$ cat src/source/spi_cfg_pkg.sv
package spi_cfg_pkg;

    // clk cycles per sck half period
    // 4 gives sck at clk / 8
    localparam int DEFAULT_CLK_DIV = 4;

    // log2 of queue depth, 16 entries
    localparam int DEFAULT_FIFO_ADDR_W = 4;

endpackage

$ cat src/source/spi_types_pkg.sv
package spi_types_pkg;

    ////////////////////////////////
    // spi byte and queue entries
    ////////////////////////////////

    // one byte on the wire
    localparam int SPI_DATA_W = 8;

    // transmit entry holds the ignore flag above the data byte
    localparam int TX_ENTRY_W = SPI_DATA_W + 1;

    // flag position inside a transmit entry
    // set means the byte clocked back in is dropped
    localparam int IGNORE_BIT = SPI_DATA_W;

endpackage
$ cat src/source/spi_subsystem.sv
`timescale 1ns/1ps

module spi_subsystem #(
    parameter int clk_div     = spi_cfg_pkg::DEFAULT_CLK_DIV,
    parameter int fifo_addr_w = spi_cfg_pkg::DEFAULT_FIFO_ADDR_W
) (
    input  logic                                 clk,
    input  logic                                 rst,
    input  logic                                 wr,
    input  logic [spi_types_pkg::SPI_DATA_W-1:0] din,
    input  logic                                 ignore_response,
    input  logic                                 rd,
    input  logic                                 miso,
    output logic [spi_types_pkg::SPI_DATA_W-1:0] dout,
    output logic                                 data_avail,
    output logic                                 buffer_empty,
    output logic                                 buffer_full,
    output logic                                 cs,
    output logic                                 sck,
    output logic                                 mosi
);

    // host strobes in, spi pins out
    spi_controller #(
        .clk_div(clk_div),
        .fifo_addr_w(fifo_addr_w)
    ) u_spi_controller (
        .clk(clk),
        .rst(rst),
        .wr(wr),
        .din(din),
        .ignore_response(ignore_response),
        .rd(rd),
        .miso(miso),
        .dout(dout),
        .data_avail(data_avail),
        .buffer_empty(buffer_empty),
        .buffer_full(buffer_full),
        .cs(cs),
        .sck(sck),
        .mosi(mosi)
    );

endmodule

$ cat src/source/spi_controller.sv
`timescale 1ns/1ps

module spi_controller #(
    parameter int clk_div     = spi_cfg_pkg::DEFAULT_CLK_DIV,
    parameter int fifo_addr_w = spi_cfg_pkg::DEFAULT_FIFO_ADDR_W
) (
    input  logic                                 clk,
    input  logic                                 rst,
    input  logic                                 wr,
    input  logic [spi_types_pkg::SPI_DATA_W-1:0] din,
    input  logic                                 ignore_response,
    input  logic                                 rd,
    input  logic                                 miso,
    output logic [spi_types_pkg::SPI_DATA_W-1:0] dout,
    output logic                                 data_avail,
    output logic                                 buffer_empty,
    output logic                                 buffer_full,
    output logic                                 cs,
    output logic                                 sck,
    output logic                                 mosi
);

    import spi_types_pkg::*;

    localparam logic seq_idle   = 1'b0;
    localparam logic seq_active = 1'b1;

    // transmit queue
    logic tx_push;
    logic tx_pop;
    logic [TX_ENTRY_W-1:0] tx_push_data;
    logic [TX_ENTRY_W-1:0] tx_head;
    logic tx_empty;
    logic tx_full;

    // receive queue
    logic rx_push;
    logic rx_pop;
    logic [SPI_DATA_W-1:0] rx_head;
    logic rx_empty;
    logic rx_full;

    // engine handshake
    logic start;
    logic hold;
    logic done;
    logic busy;
    logic [SPI_DATA_W-1:0] tx_byte;
    logic [SPI_DATA_W-1:0] rx_byte;

    logic seq_state;
    // flag of the byte in flight
    logic cur_ignore;
    logic launch_ok;
    logic launch;

    ////////////////////////////////
    // host side
    ////////////////////////////////

    assign tx_push      = wr && !tx_full;
    assign tx_push_data = {ignore_response, din};
    assign rx_pop       = rd && !rx_empty;
    assign buffer_empty = tx_empty;
    assign buffer_full  = tx_full;
    assign data_avail   = !rx_empty;
    // zero when nothing is queued
    assign dout = rx_empty ? '0 : rx_head;

    ////////////////////////////////
    // sequencer
    ////////////////////////////////

    // head may go if engine is free and its answer has a slot
    assign launch_ok = !tx_empty && !busy && (tx_head[IGNORE_BIT] || !rx_full);

    // from idle, or chained on done when rx_full is already settled
    assign launch = (seq_state == seq_idle) ? launch_ok :
                    (done && launch_ok && (cur_ignore || tx_head[IGNORE_BIT]));

    assign tx_pop  = launch;
    assign rx_push = done && !cur_ignore;
    // keep cs low while more bytes wait
    assign hold = !tx_empty;

    always_ff @(posedge clk or posedge rst) begin
        if (rst) begin
            seq_state  <= seq_idle;
            start      <= 1'b0;
            cur_ignore <= 1'b0;
        end else begin
            start <= launch;
            if (launch) begin
                cur_ignore <= tx_head[IGNORE_BIT];
            end
            case (seq_state)
                seq_idle: if (launch) seq_state <= seq_active;
                // back to idle to recheck rx space after a push
                seq_active: if (done && !launch) seq_state <= seq_idle;
                default: seq_state <= seq_idle;
            endcase
        end
    end

    always_ff @(posedge clk) begin
        if (launch) begin
            tx_byte <= tx_head[SPI_DATA_W-1:0];
        end
    end

    sync_fifo #(.width(TX_ENTRY_W), .addr_w(fifo_addr_w)) tx_fifo (
        .clk(clk), .rst(rst), .push(tx_push), .push_data(tx_push_data),
        .pop(tx_pop), .head(tx_head), .empty(tx_empty), .full(tx_full)
    );

    sync_fifo #(.width(SPI_DATA_W), .addr_w(fifo_addr_w)) rx_fifo (
        .clk(clk), .rst(rst), .push(rx_push), .push_data(rx_byte),
        .pop(rx_pop), .head(rx_head), .empty(rx_empty), .full(rx_full)
    );

    spi_master #(.clk_div(clk_div)) u_spi_master (
        .clk(clk), .rst(rst), .start(start), .hold(hold), .tx_byte(tx_byte),
        .miso(miso), .rx_byte(rx_byte), .done(done), .busy(busy),
        .cs(cs), .sck(sck), .mosi(mosi)
    );

    // host has to watch buffer_full
    a_no_wr_full: assert property (@(posedge clk) disable iff (rst) wr |-> !buffer_full)
        else $error("spi_controller: write while transmit queue full");

endmodule

$ cat src/source/spi_master.sv
`timescale 1ns/1ps

module spi_master #(
    parameter int clk_div = spi_cfg_pkg::DEFAULT_CLK_DIV
) (
    input  logic                               clk,
    input  logic                               rst,
    input  logic                               start,
    input  logic                               hold,
    input  logic [spi_types_pkg::SPI_DATA_W-1:0] tx_byte,
    input  logic                               miso,
    output logic [spi_types_pkg::SPI_DATA_W-1:0] rx_byte,
    output logic                               done,
    output logic                               busy,
    output logic                               cs,
    output logic                               sck,
    output logic                               mosi
);

    import spi_types_pkg::*;

    // divider counter width, at least one bit
    localparam int cnt_w = (clk_div > 1) ? $clog2(clk_div) : 1;
    // two sck half periods per bit
    localparam int last_half = 2 * SPI_DATA_W - 1;
    localparam int half_w = $clog2(2 * SPI_DATA_W);

    localparam logic [1:0] st_idle  = 2'd0;
    localparam logic [1:0] st_shift = 2'd1;
    localparam logic [1:0] st_tail  = 2'd2;

    logic [1:0] state;
    logic [cnt_w-1:0] div_cnt;
    logic [half_w-1:0] half_cnt;
    logic [SPI_DATA_W-1:0] tx_shift;

    logic div_wrap;
    logic rise_now;
    logic fall_now;

    // end of a half period
    assign div_wrap = (div_cnt == cnt_w'(clk_div - 1));
    // sck about to go high, sample miso
    assign rise_now = (state == st_shift) && div_wrap && !sck;
    // sck about to go low, next mosi bit
    assign fall_now = (state == st_shift) && div_wrap && sck;

    // tail counts down to the cs release too
    assign busy = (state != st_idle);

    ////////////////////////////////
    // control and pins
    ////////////////////////////////

    always_ff @(posedge clk or posedge rst) begin
        if (rst) begin
            state    <= st_idle;
            div_cnt  <= '0;
            half_cnt <= '0;
            done     <= 1'b0;
            cs       <= 1'b1;
            sck      <= 1'b0;
            mosi     <= 1'b0;
        end else begin
            done <= 1'b0;
            case (state)
                st_idle: begin
                    // cs may already be low from a held burst
                    if (start) begin
                        state    <= st_shift;
                        div_cnt  <= '0;
                        half_cnt <= '0;
                        cs       <= 1'b0;
                        mosi     <= tx_byte[SPI_DATA_W-1];
                    end
                end
                st_shift: begin
                    if (div_wrap) begin
                        div_cnt  <= '0;
                        sck      <= ~sck;
                        half_cnt <= half_cnt + 1'b1;
                        if (sck && half_cnt == half_w'(last_half)) begin
                            // last falling edge, byte complete
                            done  <= 1'b1;
                            state <= hold ? st_idle : st_tail;
                        end else if (sck) begin
                            mosi <= tx_shift[SPI_DATA_W-2];
                        end
                    end else begin
                        div_cnt <= div_cnt + 1'b1;
                    end
                end
                st_tail: begin
                    // cs high clk_div cycles after done
                    if (div_wrap) begin
                        cs    <= 1'b1;
                        state <= st_idle;
                    end else begin
                        div_cnt <= div_cnt + 1'b1;
                    end
                end
                default: state <= st_idle;
            endcase
        end
    end

    ////////////////////////////////
    // shift registers
    ////////////////////////////////

    always_ff @(posedge clk) begin
        if (state == st_idle && start) begin
            tx_shift <= tx_byte;
        end else if (fall_now) begin
            tx_shift <= {tx_shift[SPI_DATA_W-2:0], 1'b0};
        end
        // msb first in, complete before done
        if (rise_now) begin
            rx_byte <= {rx_byte[SPI_DATA_W-2:0], miso};
        end
    end

    // sequencer must wait out the tail and the shift
    a_start_idle: assert property (@(posedge clk) disable iff (rst) start |-> !busy)
        else $error("spi_master: start while busy");

endmodule

$ cat src/source/sync_fifo.sv
`timescale 1ns/1ps

module sync_fifo #(
    parameter int width  = 8,
    parameter int addr_w = 4
) (
    input  logic             clk,
    input  logic             rst,
    input  logic             push,
    input  logic [width-1:0] push_data,
    input  logic             pop,
    output logic [width-1:0] head,
    output logic             empty,
    output logic             full
);

    localparam int depth = 1 << addr_w;

    // storage array
    logic [width-1:0] mem [depth];

    // pointers carry one extra wrap bit
    logic [addr_w:0] wr_ptr;
    logic [addr_w:0] rd_ptr;

    logic do_push;
    logic do_pop;

    ////////////////////////////////
    // flags and head
    ////////////////////////////////

    // same address, same lap
    assign empty = (wr_ptr == rd_ptr);

    // same address, writer one lap ahead
    assign full = (wr_ptr[addr_w] != rd_ptr[addr_w]) &&
                  (wr_ptr[addr_w-1:0] == rd_ptr[addr_w-1:0]);

    // fall-through read, head valid while not empty
    assign head = mem[rd_ptr[addr_w-1:0]];

    assign do_push = push && !full;
    assign do_pop  = pop && !empty;

    ////////////////////////////////
    // storage and pointers
    ////////////////////////////////

    always_ff @(posedge clk) begin
        if (do_push) begin
            mem[wr_ptr[addr_w-1:0]] <= push_data;
        end
    end

    always_ff @(posedge clk or posedge rst) begin
        if (rst) begin
            wr_ptr <= '0;
            rd_ptr <= '0;
        end else begin
            if (do_push) begin
                wr_ptr <= wr_ptr + 1'b1;
            end
            // new head shows up the cycle after the pop edge
            if (do_pop) begin
                rd_ptr <= rd_ptr + 1'b1;
            end
        end
    end

    // the owner must watch full and empty before it strobes
    a_no_push_full: assert property (@(posedge clk) disable iff (rst) push |-> !full)
        else $error("sync_fifo: push while full");

    a_no_pop_empty: assert property (@(posedge clk) disable iff (rst) pop |-> !empty)
        else $error("sync_fifo: pop while empty");

endmodule

$ cat config.mk
export PLATFORM = sky130hd
export DESIGN_NAME = spi_subsystem
export DESIGN_NICKNAME = d
export VERILOG_FILES = /design/src/source/spi_cfg_pkg.sv /design/src/source/spi_types_pkg.sv /design/src/source/spi_subsystem.sv /design/src/source/spi_controller.sv /design/src/source/spi_master.sv /design/src/source/sync_fifo.sv
export SDC_FILE = /design/constraint.sdc
export NUM_CORES = 1
export LEC_CHECK = 0
export ABC_CLOCK_PERIOD_IN_PS = 7100
export BUFFER_PORTS_ARGS = -buffer_cell sky130_fd_sc_hd__clkbuf_2
export CAP_MARGIN = 20
export CORE_ASPECT_RATIO = 1.4
export CORE_MARGIN = 5
export CORE_UTILIZATION = 41
export DETAILED_ROUTE_END_ITERATION = 7
export GPL_TIMING_DRIVEN = 0
export MAX_ROUTING_LAYER = met4
export PLACE_DENSITY = 0.62
export SYNTH_ARGS = -nofsm -noshare
export SYNTH_HDL_FRONTEND = slang
export SYNTH_SLANG_ARGS = --single-unit
$ cat constraint.sdc
create_clock -name clk -period 7.1 [get_ports clk]
set_input_delay 2.13 -clock clk [delete_from_list [all_inputs] [get_ports clk]]
set_output_delay 2.13 -clock clk [all_outputs]
set_load 0.05 [all_outputs]
==> metrics.cfg, run 1 <==
[status]
status = complete, no violations

[worst_setup_path]
worst-path-buf-inv = 3
cp.required_ns = 4.97
start_kind = register
crit_family = multiplexers
cp-end-kind = output port
crit_chain = buf_6, buf_12, mux4_1, mux4_2, and2_1, clkbuf_2
path_max_fanout = 10
worst-setup-path-type = register to output port
arrival_ns = 2.77
slowest_stage = mux4_1
slowest_delay_ns = 0.62

[power]
clkPwrFrac = 0.326
power_frac_seq = 0.477
p_total_mw = 4.92
swShare = 0.263
vdd_ir_drop_max_uv = 206
p_comb_frac = 0.197
p_switching_mw = 1.29
internal_power_mw = 3.63
power_leakage_nw = 5.09
power_density_mw_per_mm2 = 326

[flow_run]
max_cap_violations = 0

[min_path]
hold_class = register to register

[synthesis]
netlist_area_mm2 = 0.0134
synth_area_leader_cell = edfxtp_1
ys_types = 44
ys_ff_latch = 330
synth_top_area_share = 0.662
synth_top_family_by_area = multiplexers
yosysSeqAreaShare = 0.728
yosysWarnings = 0
synthMuxAreaShare = 0.156
yosys.area_share.xor_xnor = 0.0190
syn_nets = 691
synth_area_leaders = edfxtp_1, mux4_2, dfrtp_1, mux4_1, ha_1
synthAdderAreaFrac = 0.0150
syn_avg_cell_area_um2 = 20.2
synthSimpleGateAreaFrac = 0.0420
syn_inst = 661
synth-compound-area-share = 0.0178

[clock_network]
clk_latency_ns = 0.55
cts_root_buf = clkbuf_16
clock_sinks = 330
cts_tree = done
clk_pin_slew_worst_paths_ns = 0.06
cts_buffer_depth = 3
post_cts_buffers = 0
cts-resized-gates = 0
numCtsBuffers = 31
ctsHoldBuffers = 0
h-tree-depth = 1

[sta]
hold_viol = 0
slew_violations = 0
grt_setup_unrepaired = no
skew_ns = 0.0178
relSlewSlack = 0.318
clock.fmax_mhz = 204
min_period_ns = 4.90
tns_ns = 0
tightest_slew_ns = 1.02
finalSetupViolations = 0
fin_crit_sh = 0.690

[floorplan]
chipWidth_um = 163
initial_utilization = 0.414
die_area_mm2 = 0.0364
core-area_mm2 = 0.0323
rows = 78
die_y_um = 224
num_io_pins = 28

[drt]
wl_um = 25200
dr_total_vias = 6192
via_per_inst = 5.22
post-route-drc-count = 0
wl_per_cell_um = 21.3
drt-initial-drc-count = 423
ant_nets = 0
dr.pass1.iters = 5

[grt]
grt_pass1_vias = 6798
antenna_found_initial = 0
overflow = 0
grt_pass1_wl_um = 39800
grt_max_degree = 24
track_usage = 0.146

[finish]
fillers = 2679
drive_gt1_frac = 0.251
final_net_count = 753
area_growth_pct = 13.0
diodes = 0

[place]
gp_congestion = 0.820
dp_hpwl_um = 17800
port_buffers = 27

## final timing paths
path,from,endpoint,slack [ns],cells after the start
hold reg to reg,u_spi_controller.u_spi_master.div_cnt[0]$_DFFE_PP0P_,u_spi_controller.u_spi_master.div_cnt[0]$_DFFE_PP0P_,0.52,1
max in group asynchronous,rst,u_spi_controller.u_spi_master.cs$_DFFE_PP1P_,4.88,3
setup reg to reg,u_spi_controller.tx_fifo.rd_ptr[1]$_DFFE_PP0P_,u_spi_controller.tx_fifo.mem[14][6]$_DFFE_PP_,4.25,7
setup / recovery,u_spi_controller.rx_fifo.rd_ptr[0]$_DFFE_PP0P_,dout[6],2.20,6
min in group asynchronous,rst,u_spi_controller.tx_fifo.rd_ptr[4]$_DFFE_PP0P_,1.63,2
hold / removal,u_spi_controller.u_spi_master.div_cnt[0]$_DFFE_PP0P_,u_spi_controller.u_spi_master.div_cnt[0]$_DFFE_PP0P_,0.52,1
## cells in the final DEF (no fill, tap or decap), drive strengths merged, types with 4 or more instances in the layout
| cell | synthesis | final |
|---|---|---|
| mux2i | 5 | 5 |
| xnor2 | 20 | 20 |
| o211ai | 4 | 4 |
| clkinv | 0 | 8 |
| clkbuf | 20 | 90 |
| nor2b | 5 | 5 |
| buf | 14 | 16 |
| mux4 | 84 | 84 |
| nand2 | 28 | 28 |
| ha | 16 | 16 |
| nand4 | 5 | 5 |
| xor2 | 9 | 9 |
| a21oi | 9 | 9 |
| inv | 11 | 13 |
| o21ai | 14 | 14 |
| and3 | 28 | 28 |
| and2 | 9 | 9 |
| dfrtp | 34 | 34 |
| nand3 | 7 | 7 |
| nor3 | 6 | 6 |
| mux2 | 9 | 9 |
| nor2 | 13 | 13 |
| edfxtp | 295 | 295 |
## final cells by class
| type | count | area, µm² | share of cell area |
|---|---|---|---|
| flip-flops and latches | 330 | 9740 | 0.644 |
| multi-input cells | 286 | 3360 | 0.222 |
| clock buffers | 43 | 882 | 0.0584 |
| well taps | 440 | 551 | 0.0364 |
| plain buffers | 34 | 260 | 0.0172 |
| repair buffers | 29 | 168 | 0.0111 |
| clock inverters | 13 | 116 | 0.00770 |
| inverters | 11 | 41.3 | 0.00273 |
## worst reg2reg max path, stage by stage (launching register included)
cell and delay [ns]:
dfrtp_1 0.44, buf_4 0.22, xnor2_1 0.15, and4_1 0.19, a21boi_2 0.31, buf_2 0.27
nand2_1 0.12, nor2_1 0.75
## Yosys cell counts, drive strengths merged
master / number
nand2b: 3
mux2i: 5
o211ai: 4
a31oi: 1
and4: 2
mux2: 9
buf: 14
inv: 11
clkbuf: 20
a311oi: 1
a211oi: 1
nor2b: 5
dfrtp: 34
and2: 9
nor2: 13
edfxtp: 295
nand2: 28
nand3: 7
a21oi: 9
xor2: 9
nand4: 5
and3: 28
ha: 16
nor4: 1
a21boi: 1
dfstp: 1
xnor2: 20
mux4: 84
nor3: 6
a22o: 3
o2111ai: 1
o21ai: 14
o311ai: 1
## sequential cells by signal, summed over array words and instances, names as in the netlist, 2 cells and up
signal	cells
u_spi_controller.tx_byte	8
u_spi_controller.u_spi_master.state	2
u_spi_controller.rx_fifo.wr_ptr	5
u_spi_controller.tx_fifo.mem	144
u_spi_controller.rx_fifo.mem	128
u_spi_controller.tx_fifo.wr_ptr	5
u_spi_controller.u_spi_master.half_cnt	4
u_spi_controller.rx_fifo.rd_ptr	5
u_spi_controller.tx_fifo.rd_ptr	5
u_spi_controller.u_spi_master.div_cnt	2
u_spi_controller.u_spi_master.tx_shift	7
u_spi_controller.u_spi_master.rx_byte	8
## logic make-up after synthesis
| logic type | Yosys count |
|---|---|
| buf+inv | 45 |
| flops | 330 |
| mux | 98 |
| compound gates | 36 |
| simple gates | 107 |
| xor+xnor | 29 |
| fa+ha+maj | 16 |
## power by group through the flow
stage / Sequential [mW] / Clock (mW) / Combinational, mW
detailed placement: 2.39 / 0 / 0.984
global route: 2.36 / 1.73 / 1.05
CTS: 2.35 / 1.64 / 0.985
finish: 2.35 / 1.60 / 0.970
global placement: 2.38 / 0 / 0.945
floorplan: 2.38 / 0 / 0.714
## per-stage QoR
| step | util | hold WS, ns | setup WS [ns] | cells | instance area (µm²) |
|---|---|---|---|---|---|
| after global routing | 0.468 | 0.516 | 2.09 | 1186 | 15100 |
| after floorplan | - | 0.454 | 3.01 | 661 | 13400 |
| after detailed placement | 0.437 | 0.507 | 2.75 | 1130 | 14100 |
| after global placement | 0.435 | 0.483 | 2.54 | 1128 | 14100 |
| after CTS | 0.468 | 0.514 | 2.15 | 1186 | 15100 |
| final | 0.468 | 0.517 | 2.20 | 1186 | 15100 |
## layer usage
layer | part of all wire | global-route usage
met1 | 0.37 | 0.160
met3 | 0.029 | 0.0173
met2 | 0.57 | 0.274
met5 | 0 | -
met4 | 0.031 | 0.0466
Note: power is estimated with default switching activity, not from simulation.
==> inputs of run 2 (changes only) <==
--- a/config.mk
+++ b/config.mk
@@ -5,7 +5,8 @@
 export SDC_FILE = /design/constraint.sdc
 export NUM_CORES = 1
 export LEC_CHECK = 0
-export ABC_CLOCK_PERIOD_IN_PS = 7100
+export ABC_AREA = 1
+export ABC_CLOCK_PERIOD_IN_PS = 4600
 export BUFFER_PORTS_ARGS = -buffer_cell sky130_fd_sc_hd__clkbuf_2
 export CAP_MARGIN = 20
 export CORE_ASPECT_RATIO = 1.4
==> constraint.sdc (replaced) <==
create_clock -name clk -period 4.6 [get_ports clk]
set_input_delay 1.38 -clock clk [delete_from_list [all_inputs] [get_ports clk]]
set_output_delay 1.38 -clock clk [all_outputs]
set_load 0.05 [all_outputs]
==> metrics.cfg, run 2 <==
[synthesis]
synth_area_leader_cell = edfxtp_1
synth_top_area_share = 0.652  ; -0.0107
netlist_area_mm2 = 0.0136  ; +1.6%
ys_async_sr_fraction = 0.106  ; unchanged
synth_edf_count = 295  ; unchanged
ys.flop_type = edfxtp_1
syn_avg_cell_area_um2 = 12.1  ; -40%
ys_ff_latch = 330  ; unchanged
syn_nets = 1151  ; +67%
yosysSeqAreaShare = 0.716  ; -0.0118
netlist_top_cells_count = edfxtp_1, nor2_1, nand2_1
ys_types = 37  ; -16%
syn_inst = 1121  ; +70%
yosysMostFrequentCell = edfxtp_1
yosysWarnings = 0  ; unchanged
synth_area_leaders = edfxtp_1, dfrtp_1, nor2_1, o21ai_0, nand2_1

[sta]
min_period_ns = 4.23
tightest_slew_ns = 1.03  ; +0.0148 ns
skew_ns = 0.00863  ; -0.00917 ns
finalSetupViolations = 0  ; unchanged
tns_ns = 0  ; unchanged
hold_viol = 0  ; unchanged
setup_slack_ns = 0.367  ; -1.83 ns
relSlewSlack = 0.309  ; -0.00874
grt_setup_unrepaired = no
clock.fmax_mhz = 236
slew_violations = 0  ; unchanged
fin_crit_sh = 0.920

[worst_setup_path]
start_kind = register
path_max_fanout = 10  ; unchanged
cp-end-kind = output port
arrival_ns = 2.85  ; +0.08 ns
worst-setup-path-type = register to output port
cp.required_ns = 3.22  ; -1.75 ns
ff2ff_setup_slack_ns = 1.90  ; -2.35 ns

[grt]
grt_pass1_wl_um = 49400  ; +24%
overflow = 0  ; unchanged
grt_max_degree = 36  ; +50%
track_usage = 0.180  ; +0.0346
antenna_found_initial = 0  ; unchanged
grt_pass1_vias = 8703  ; +28%

[drt]
drt-initial-drc-count = 773  ; +83%
dr.pass1.iters = 5  ; unchanged
via_per_inst = 5.20  ; -0.45%
ant_nets = 0  ; unchanged
wl_per_cell_um = 19.5  ; -8.3%
post-route-drc-count = 0  ; unchanged
dr_total_vias = 8576  ; +39%
wl_um = 32200  ; +28%

[floorplan]
core-area_mm2 = 0.0330  ; +2.2%
die_area_mm2 = 0.0370  ; +1.6%
rows = 79  ; +1.3%
chipWidth_um = 164  ; +0.77%
num_io_pins = 28  ; unchanged
initial_utilization = 0.412  ; -0.00224
die_y_um = 225  ; +0.78%

[finish]
drive_gt1_frac = 0.112  ; -0.139
final_net_count = 1212  ; +61%
final_common_cell = edfxtp_1
area_growth_pct = 12.8
diodes = 0  ; unchanged
largest_reg_flops = 144  ; unchanged
fillers = 3059  ; +14%
layout_common_cells = edfxtp_1, nor2_1, nand2_1, o21ai_0, nand3_1

[place]
gp_congestion = 0.849  ; +3.5%
port_buffers = 27  ; unchanged
pre_cts_ws_ns = 0.950  ; -1.80 ns
dp_hpwl_um = 22000  ; +23%

[power]
p_switching_mw = 2.51  ; +94%
power_frac_seq = 0.438  ; -0.039
swShare = 0.315  ; +0.0523
power_leakage_nw = 5.47  ; +7.5%
internal_power_mw = 5.46  ; +50%
power_density_mw_per_mm2 = 520  ; +60%
clkPwrFrac = 0.332  ; +0.006
p_comb_frac = 0.230  ; +0.033
vdd_ir_drop_max_uv = 503  ; +140%

[flow_run]
max_cap_violations = 0  ; unchanged

[clock_network]
cts-resized-gates = 0  ; unchanged
cts_root_buf = clkbuf_16
ctsHoldBuffers = 0  ; unchanged
clock_sinks = 330  ; unchanged
clk_pin_slew_worst_paths_ns = 0.07  ; about the same
clk_latency_ns = 0.56  ; about the same
cts_tree = done
numCtsBuffers = 31  ; unchanged
post_cts_buffers = 0  ; unchanged
h-tree-depth = 1  ; unchanged
cts_buffer_depth = 3  ; unchanged

[min_path]
hold_class = register to register

[status]
status = complete, no violations

[run 2: cell count changes after synthesis, moves of 44 or more]
cell     change
o21ai_0    +126
mux4_2      -74
nor2_1     +179
inv_1       +44
nand3_1     +54
nand2_1    +115
[run 2: final cells by class]
| cell class | count | area, µm² | share of cell area |
|---|---|---|---|
| sequential | 330 | 9740 | 0.635 |
| timing repair buffer | 28 | 140 | 0.00914 |
| clock buffer | 34 | 787 | 0.0513 |
| multi-input combinational | 672 | 3360 | 0.219 |
| buffer | 53 | 255 | 0.0166 |
| tap | 445 | 557 | 0.0363 |
| inverter | 66 | 248 | 0.0162 |
| clock inverter | 22 | 260 | 0.0170 |
[run 2: worst paths after layout]
kind / endpoint / depth (start not counted) / startpoint
worst max register to register: u_spi_controller.tx_fifo.mem[2][7]$_DFFE_PP_ / 9 / u_spi_controller.tx_fifo.rd_ptr[1]$_DFFE_PP0P_
min in group asynchronous: u_spi_controller.tx_fifo.wr_ptr[1]$_DFFE_PP0P_ / 2 / rst
max in group asynchronous: u_spi_controller.u_spi_master.half_cnt[2]$_DFFE_PP0P_ / 2 / rst
worst max-delay path: dout[1] / 9 / u_spi_controller.rx_fifo.rd_ptr[1]$_DFFE_PP0P_
worst min register to register: u_spi_controller.tx_fifo.wr_ptr[4]$_DFFE_PP0P_ / 1 / u_spi_controller.tx_fifo.wr_ptr[4]$_DFFE_PP0P_
worst min-delay path: u_spi_controller.tx_fifo.wr_ptr[4]$_DFFE_PP0P_ / 1 / u_spi_controller.tx_fifo.wr_ptr[4]$_DFFE_PP0P_
[run 2: per-stage QoR]
| stage | util | cells | hold slack, ns | power (mW) | cell area, µm² |
|---|---|---|---|---|---|
| 2_1_floorplan | - | 1121 | 0.442 | 4.82 | 13600 |
| 3_3_place_gp | 0.433 | 1593 | 0.458 | 5.37 | 14300 |
| 3_5_place_dp | 0.433 | 1593 | 0.467 | 5.40 | 14300 |
| 6_report | 0.465 | 1650 | 0.489 | 7.97 | 15300 |
| 4_1_cts | 0.464 | 1649 | 0.484 | 8.03 | 15300 |
| 5_1_grt | 0.465 | 1650 | 0.523 | 8.31 | 15300 |
[run 2: cell families after synthesis]
kind of cell,Yosys count,share of synthesized area
AO/OA/AOI/OAI,226,0.0949
XOR/XNOR,17,0.0115
adder cells (fa/ha/maj),16,0.0147
buffers and inverters,119,0.0370
flip-flops,330,0.716
multiplexers,6,0.00497
AND/OR/NAND/NOR,407,0.121
[run 2: metal layers]
metal / vias up / share of wire / GRT usage
met5: - / 0 / -
li1: 4100 / - / -
met2: 238 / 0.55 / 0.336
met1: 4161 / 0.38 / 0.199
met4: 0 / 0.034 / 0.0623
met3: 77 / 0.039 / 0.0192
[run 2: worst max-delay path, cell delays in order (launching register included)]
cell and delay (ns):
dfrtp_1 0.50, inv_2 0.19, clkbuf_1 0.42, o21ai_0 0.20, o22ai_1 0.30, nand2_1 0.08, nand2_1 0.08, inv_1 0.04
a21oi_1 0.17, clkbuf_2 0.31
[run 2: power groups by stage]
stage	registers (mW)	logic, mW	clock network [mW]
final	3.49	1.84	2.65
after CTS	3.49	1.85	2.69
after global routing	3.51	1.99	2.81
after global placement	3.55	1.82	0
after floorplan	3.53	1.29	0
after detailed placement	3.55	1.84	0
==> inputs of run 3 (changes only) <==
--- a/config.mk
+++ b/config.mk
@@ -18,4 +18,5 @@
 export PLACE_DENSITY = 0.62
 export SYNTH_ARGS = -nofsm -noshare
 export SYNTH_HDL_FRONTEND = slang
+export SYNTH_HIERARCHICAL = 1
 export SYNTH_SLANG_ARGS = --single-unit
==> metrics.cfg, run 3 <==
[finish]
final_common_cell = nand2_1
final_net_count = 1436  ; +18%
fin_cells = 1888  ; +14%
drive_gt1_frac = 0.110  ; -0.00170
diodes = 0  ; unchanged
area_growth_pct = 12.6
largest_reg_flops = 144  ; unchanged
layout_common_cells = nand2_1, edfxtp_1, nor2_1, o21ai_0, nand3_1
final_util = 0.464  ; -0.000702
design_area_mm2 = 0.0161  ; +4.8%

[drt]
wl_per_cell_um = 17.7  ; -9.2%
drt-initial-drc-count = 519  ; -33%
dr.pass1.iters = 7  ; +2
via_per_inst = 4.97  ; -4.5%
ant_nets = 0  ; unchanged
post-route-drc-count = 0  ; unchanged
wl_um = 33500  ; +3.9%
dr_total_vias = 9376  ; +9.3%

[worst_setup_path]
crit_chain = buf_2, buf_1, o21ai_0, o21ai_0, nand2_1, nand2_1, inv_1, nand2_1, inv_1, nor2_1, clkbuf_2
r2r-start = u_spi_controller/tx_fifo/rd_ptr[0]$_DFFE_PP0P_
arrival_ns = 2.78  ; -0.07 ns
r2r_end = u_spi_controller/tx_fifo/mem[1][8]$_DFFE_PP_
start_kind = register
reg2reg_depth = 10  ; +1
cpMostUsedCell = nand2_1
worst-path-buf-inv = 5  ; +1
ff2ff_setup_slack_ns = 1.67  ; -0.23 ns
slowest_delay_ns = 0.53  ; +0.03 ns
cp.required_ns = 3.22  ; about the same
crit_family = buffers and inverters
cp-end-kind = output port
slowest_stage = buf_1
worst-path-stages = 11  ; +2
path_max_fanout = 10  ; unchanged
worst-setup-path-type = register to output port

[clock_network]
post_cts_buffers = 0  ; unchanged
cts-resized-gates = 0  ; unchanged
cts_buffer_depth = 3  ; unchanged
numCtsBuffers = 34  ; +9.7%
clock_sinks = 330  ; unchanged
ctsHoldBuffers = 0  ; unchanged
clk_pin_slew_worst_paths_ns = 0.06  ; about the same
h-tree-depth = 2  ; +1
clk_latency_ns = 0.53  ; -0.03 ns
cts_tree = done
cts_root_buf = clkbuf_16

[sta]
fin_crit_sh = 0.905  ; -0.0152
skew_ns = 0.0250  ; +0.0164 ns
clock.fmax_mhz = 240  ; +1.7%
min_period_ns = 4.16  ; -0.0700 ns
whs_ns = 0.479  ; -0.00999 ns
slew_violations = 0  ; unchanged
setup_slack_ns = 0.437  ; +0.0700 ns
relSlewSlack = 0.279  ; -0.0306
finalSetupViolations = 0  ; unchanged
hold_viol = 0  ; unchanged
grt_setup_unrepaired = no
tns_ns = 0  ; unchanged
tightest_slew_ns = 1.08  ; +0.0457 ns

[synthesis]
ys_types = 35  ; -5.4%
yosysWarnings = 6  ; +6
synth_top_area_share = 0.621  ; -0.0311
syn_inst = 1342  ; +20%
synth_edf_count = 295  ; unchanged
ys_async_sr_fraction = 0.106  ; unchanged
syn_avg_cell_area_um2 = 10.6  ; -12%
ys_ff_latch = 330  ; unchanged
synth_area_leader_cell = edfxtp_1
yosysSeqAreaShare = 0.682  ; -0.0341
synth_area_leaders = edfxtp_1, nand2_1, nor2_1, dfrtp_1, o21ai_0
netlist_area_mm2 = 0.0143  ; +5.0%
ys.flop_type = edfxtp_1
netlist_top_cells_count = nand2_1, edfxtp_1, nor2_1
yosysMostFrequentCell = nand2_1
syn_nets = 1371  ; +19%

[place]
gp_congestion = 0.866  ; +2.0%
port_buffers = 27  ; unchanged
pre_cts_ws_ns = 1.02  ; +0.0713 ns
placed_area_mm2 = 0.0150  ; +4.9%
dp_cells = 1825  ; +15%
dp_hpwl_um = 22800  ; +3.8%

[min_path]
min_from = u_spi_controller/u_spi_master/cs$_DFFE_PP1P_
hold_end = u_spi_controller/u_spi_master/cs$_DFFE_PP1P_
hold_depth = 2  ; +1
hold_class = register to register

[power]
vdd_ir_drop_max_uv = 343  ; -32%
power_density_mw_per_mm2 = 498  ; -4.3%
p_total_mw = 8.00  ; +0.35%
power_leakage_nw = 6.21  ; +13%

[grt]
antenna_found_initial = 0  ; unchanged
grt_pass1_vias = 9201  ; +5.7%
overflow = 0  ; unchanged
grt_pass1_wl_um = 51600  ; +4.6%
track_usage = 0.177  ; -0.00328
grt_max_degree = 18  ; -50%

[floorplan]
initial_utilization = 0.412  ; about the same
rows = 81  ; +2.5%
die_y_um = 231  ; +2.4%
die_area_mm2 = 0.0387  ; +4.7%
chipWidth_um = 168  ; +2.3%
core-area_mm2 = 0.0347  ; +5.0%
num_io_pins = 28  ; unchanged

[status]
status = complete, no violations

[flow_run]
max_cap_violations = 0  ; unchanged

run 3: changes by cell type after synthesis, sizes merged, moves of 14 or more:
cell    delta
o21ai     -14
nand2    +221
nor2      +55
o22ai     -33
nand3     +27
o211ai    -19
inv       +15
run 3: worst min-delay path: cells and delay by family, from the launching register on:
family          cells  cell delay [ns]
compound gates      1             0.07
flops               1             0.36
buf+inv             1             0.04
run 3: worst max path at each step:
stage / startpoint / to
after floorplan: u_spi_controller/rx_fifo/rd_ptr[0]$_DFFE_PP0P_ / dout[4]
after global placement: u_spi_controller/rx_fifo/rd_ptr[1]$_DFFE_PP0P_ / dout[3]
after detailed placement: u_spi_controller/rx_fifo/rd_ptr[1]$_DFFE_PP0P_ / dout[3]
after CTS: u_spi_controller/rx_fifo/rd_ptr[1]$_DFFE_PP0P_ / dout[3]
after global routing: u_spi_controller/rx_fifo/rd_ptr[1]$_DFFE_PP0P_ / dout[5]
final: u_spi_controller/rx_fifo/rd_ptr[1]$_DFFE_PP0P_ / dout[3]
run 3: power breakdown:
part	internal, mW	switching, mW	leakage, nW
combinational	0.508	1.28	2.56
clock	1.53	1.11	0.525
sequential	3.49	0.0951	3.12
total	5.53	2.48	6.21
run 3: layer usage:
metal	vias up	global-route usage	part of all wire
li1	4614	-	-
met1	4466	0.190	0.38
met2	213	0.318	0.53
met3	83	0.0247	0.036
met4	0	0.0888	0.049
met5	-	-	0
run 3: layout make-up:
class	count	area [µm²]
timing repair buffer	29	156
sequential	330	9740
fill	3253	18600
inverter	81	304
multi-input combinational	876	3950
clock inverter	20	169
buffer	55	288
tap	456	571
clock buffer	41	908
run 3: cell families (layout without fill, tap and decap cells):
family,after synthesis,in the layout,synth area share
AND/OR/NAND/NOR,710,710,0.204
flip-flops,330,330,0.682
buffers and inverters,136,226,0.0415
AO/OA/AOI/OAI,132,132,0.0472
adder cells (fa/ha/maj),15,15,0.0131
XOR/XNOR,13,13,0.00798
multiplexers,6,6,0.00473
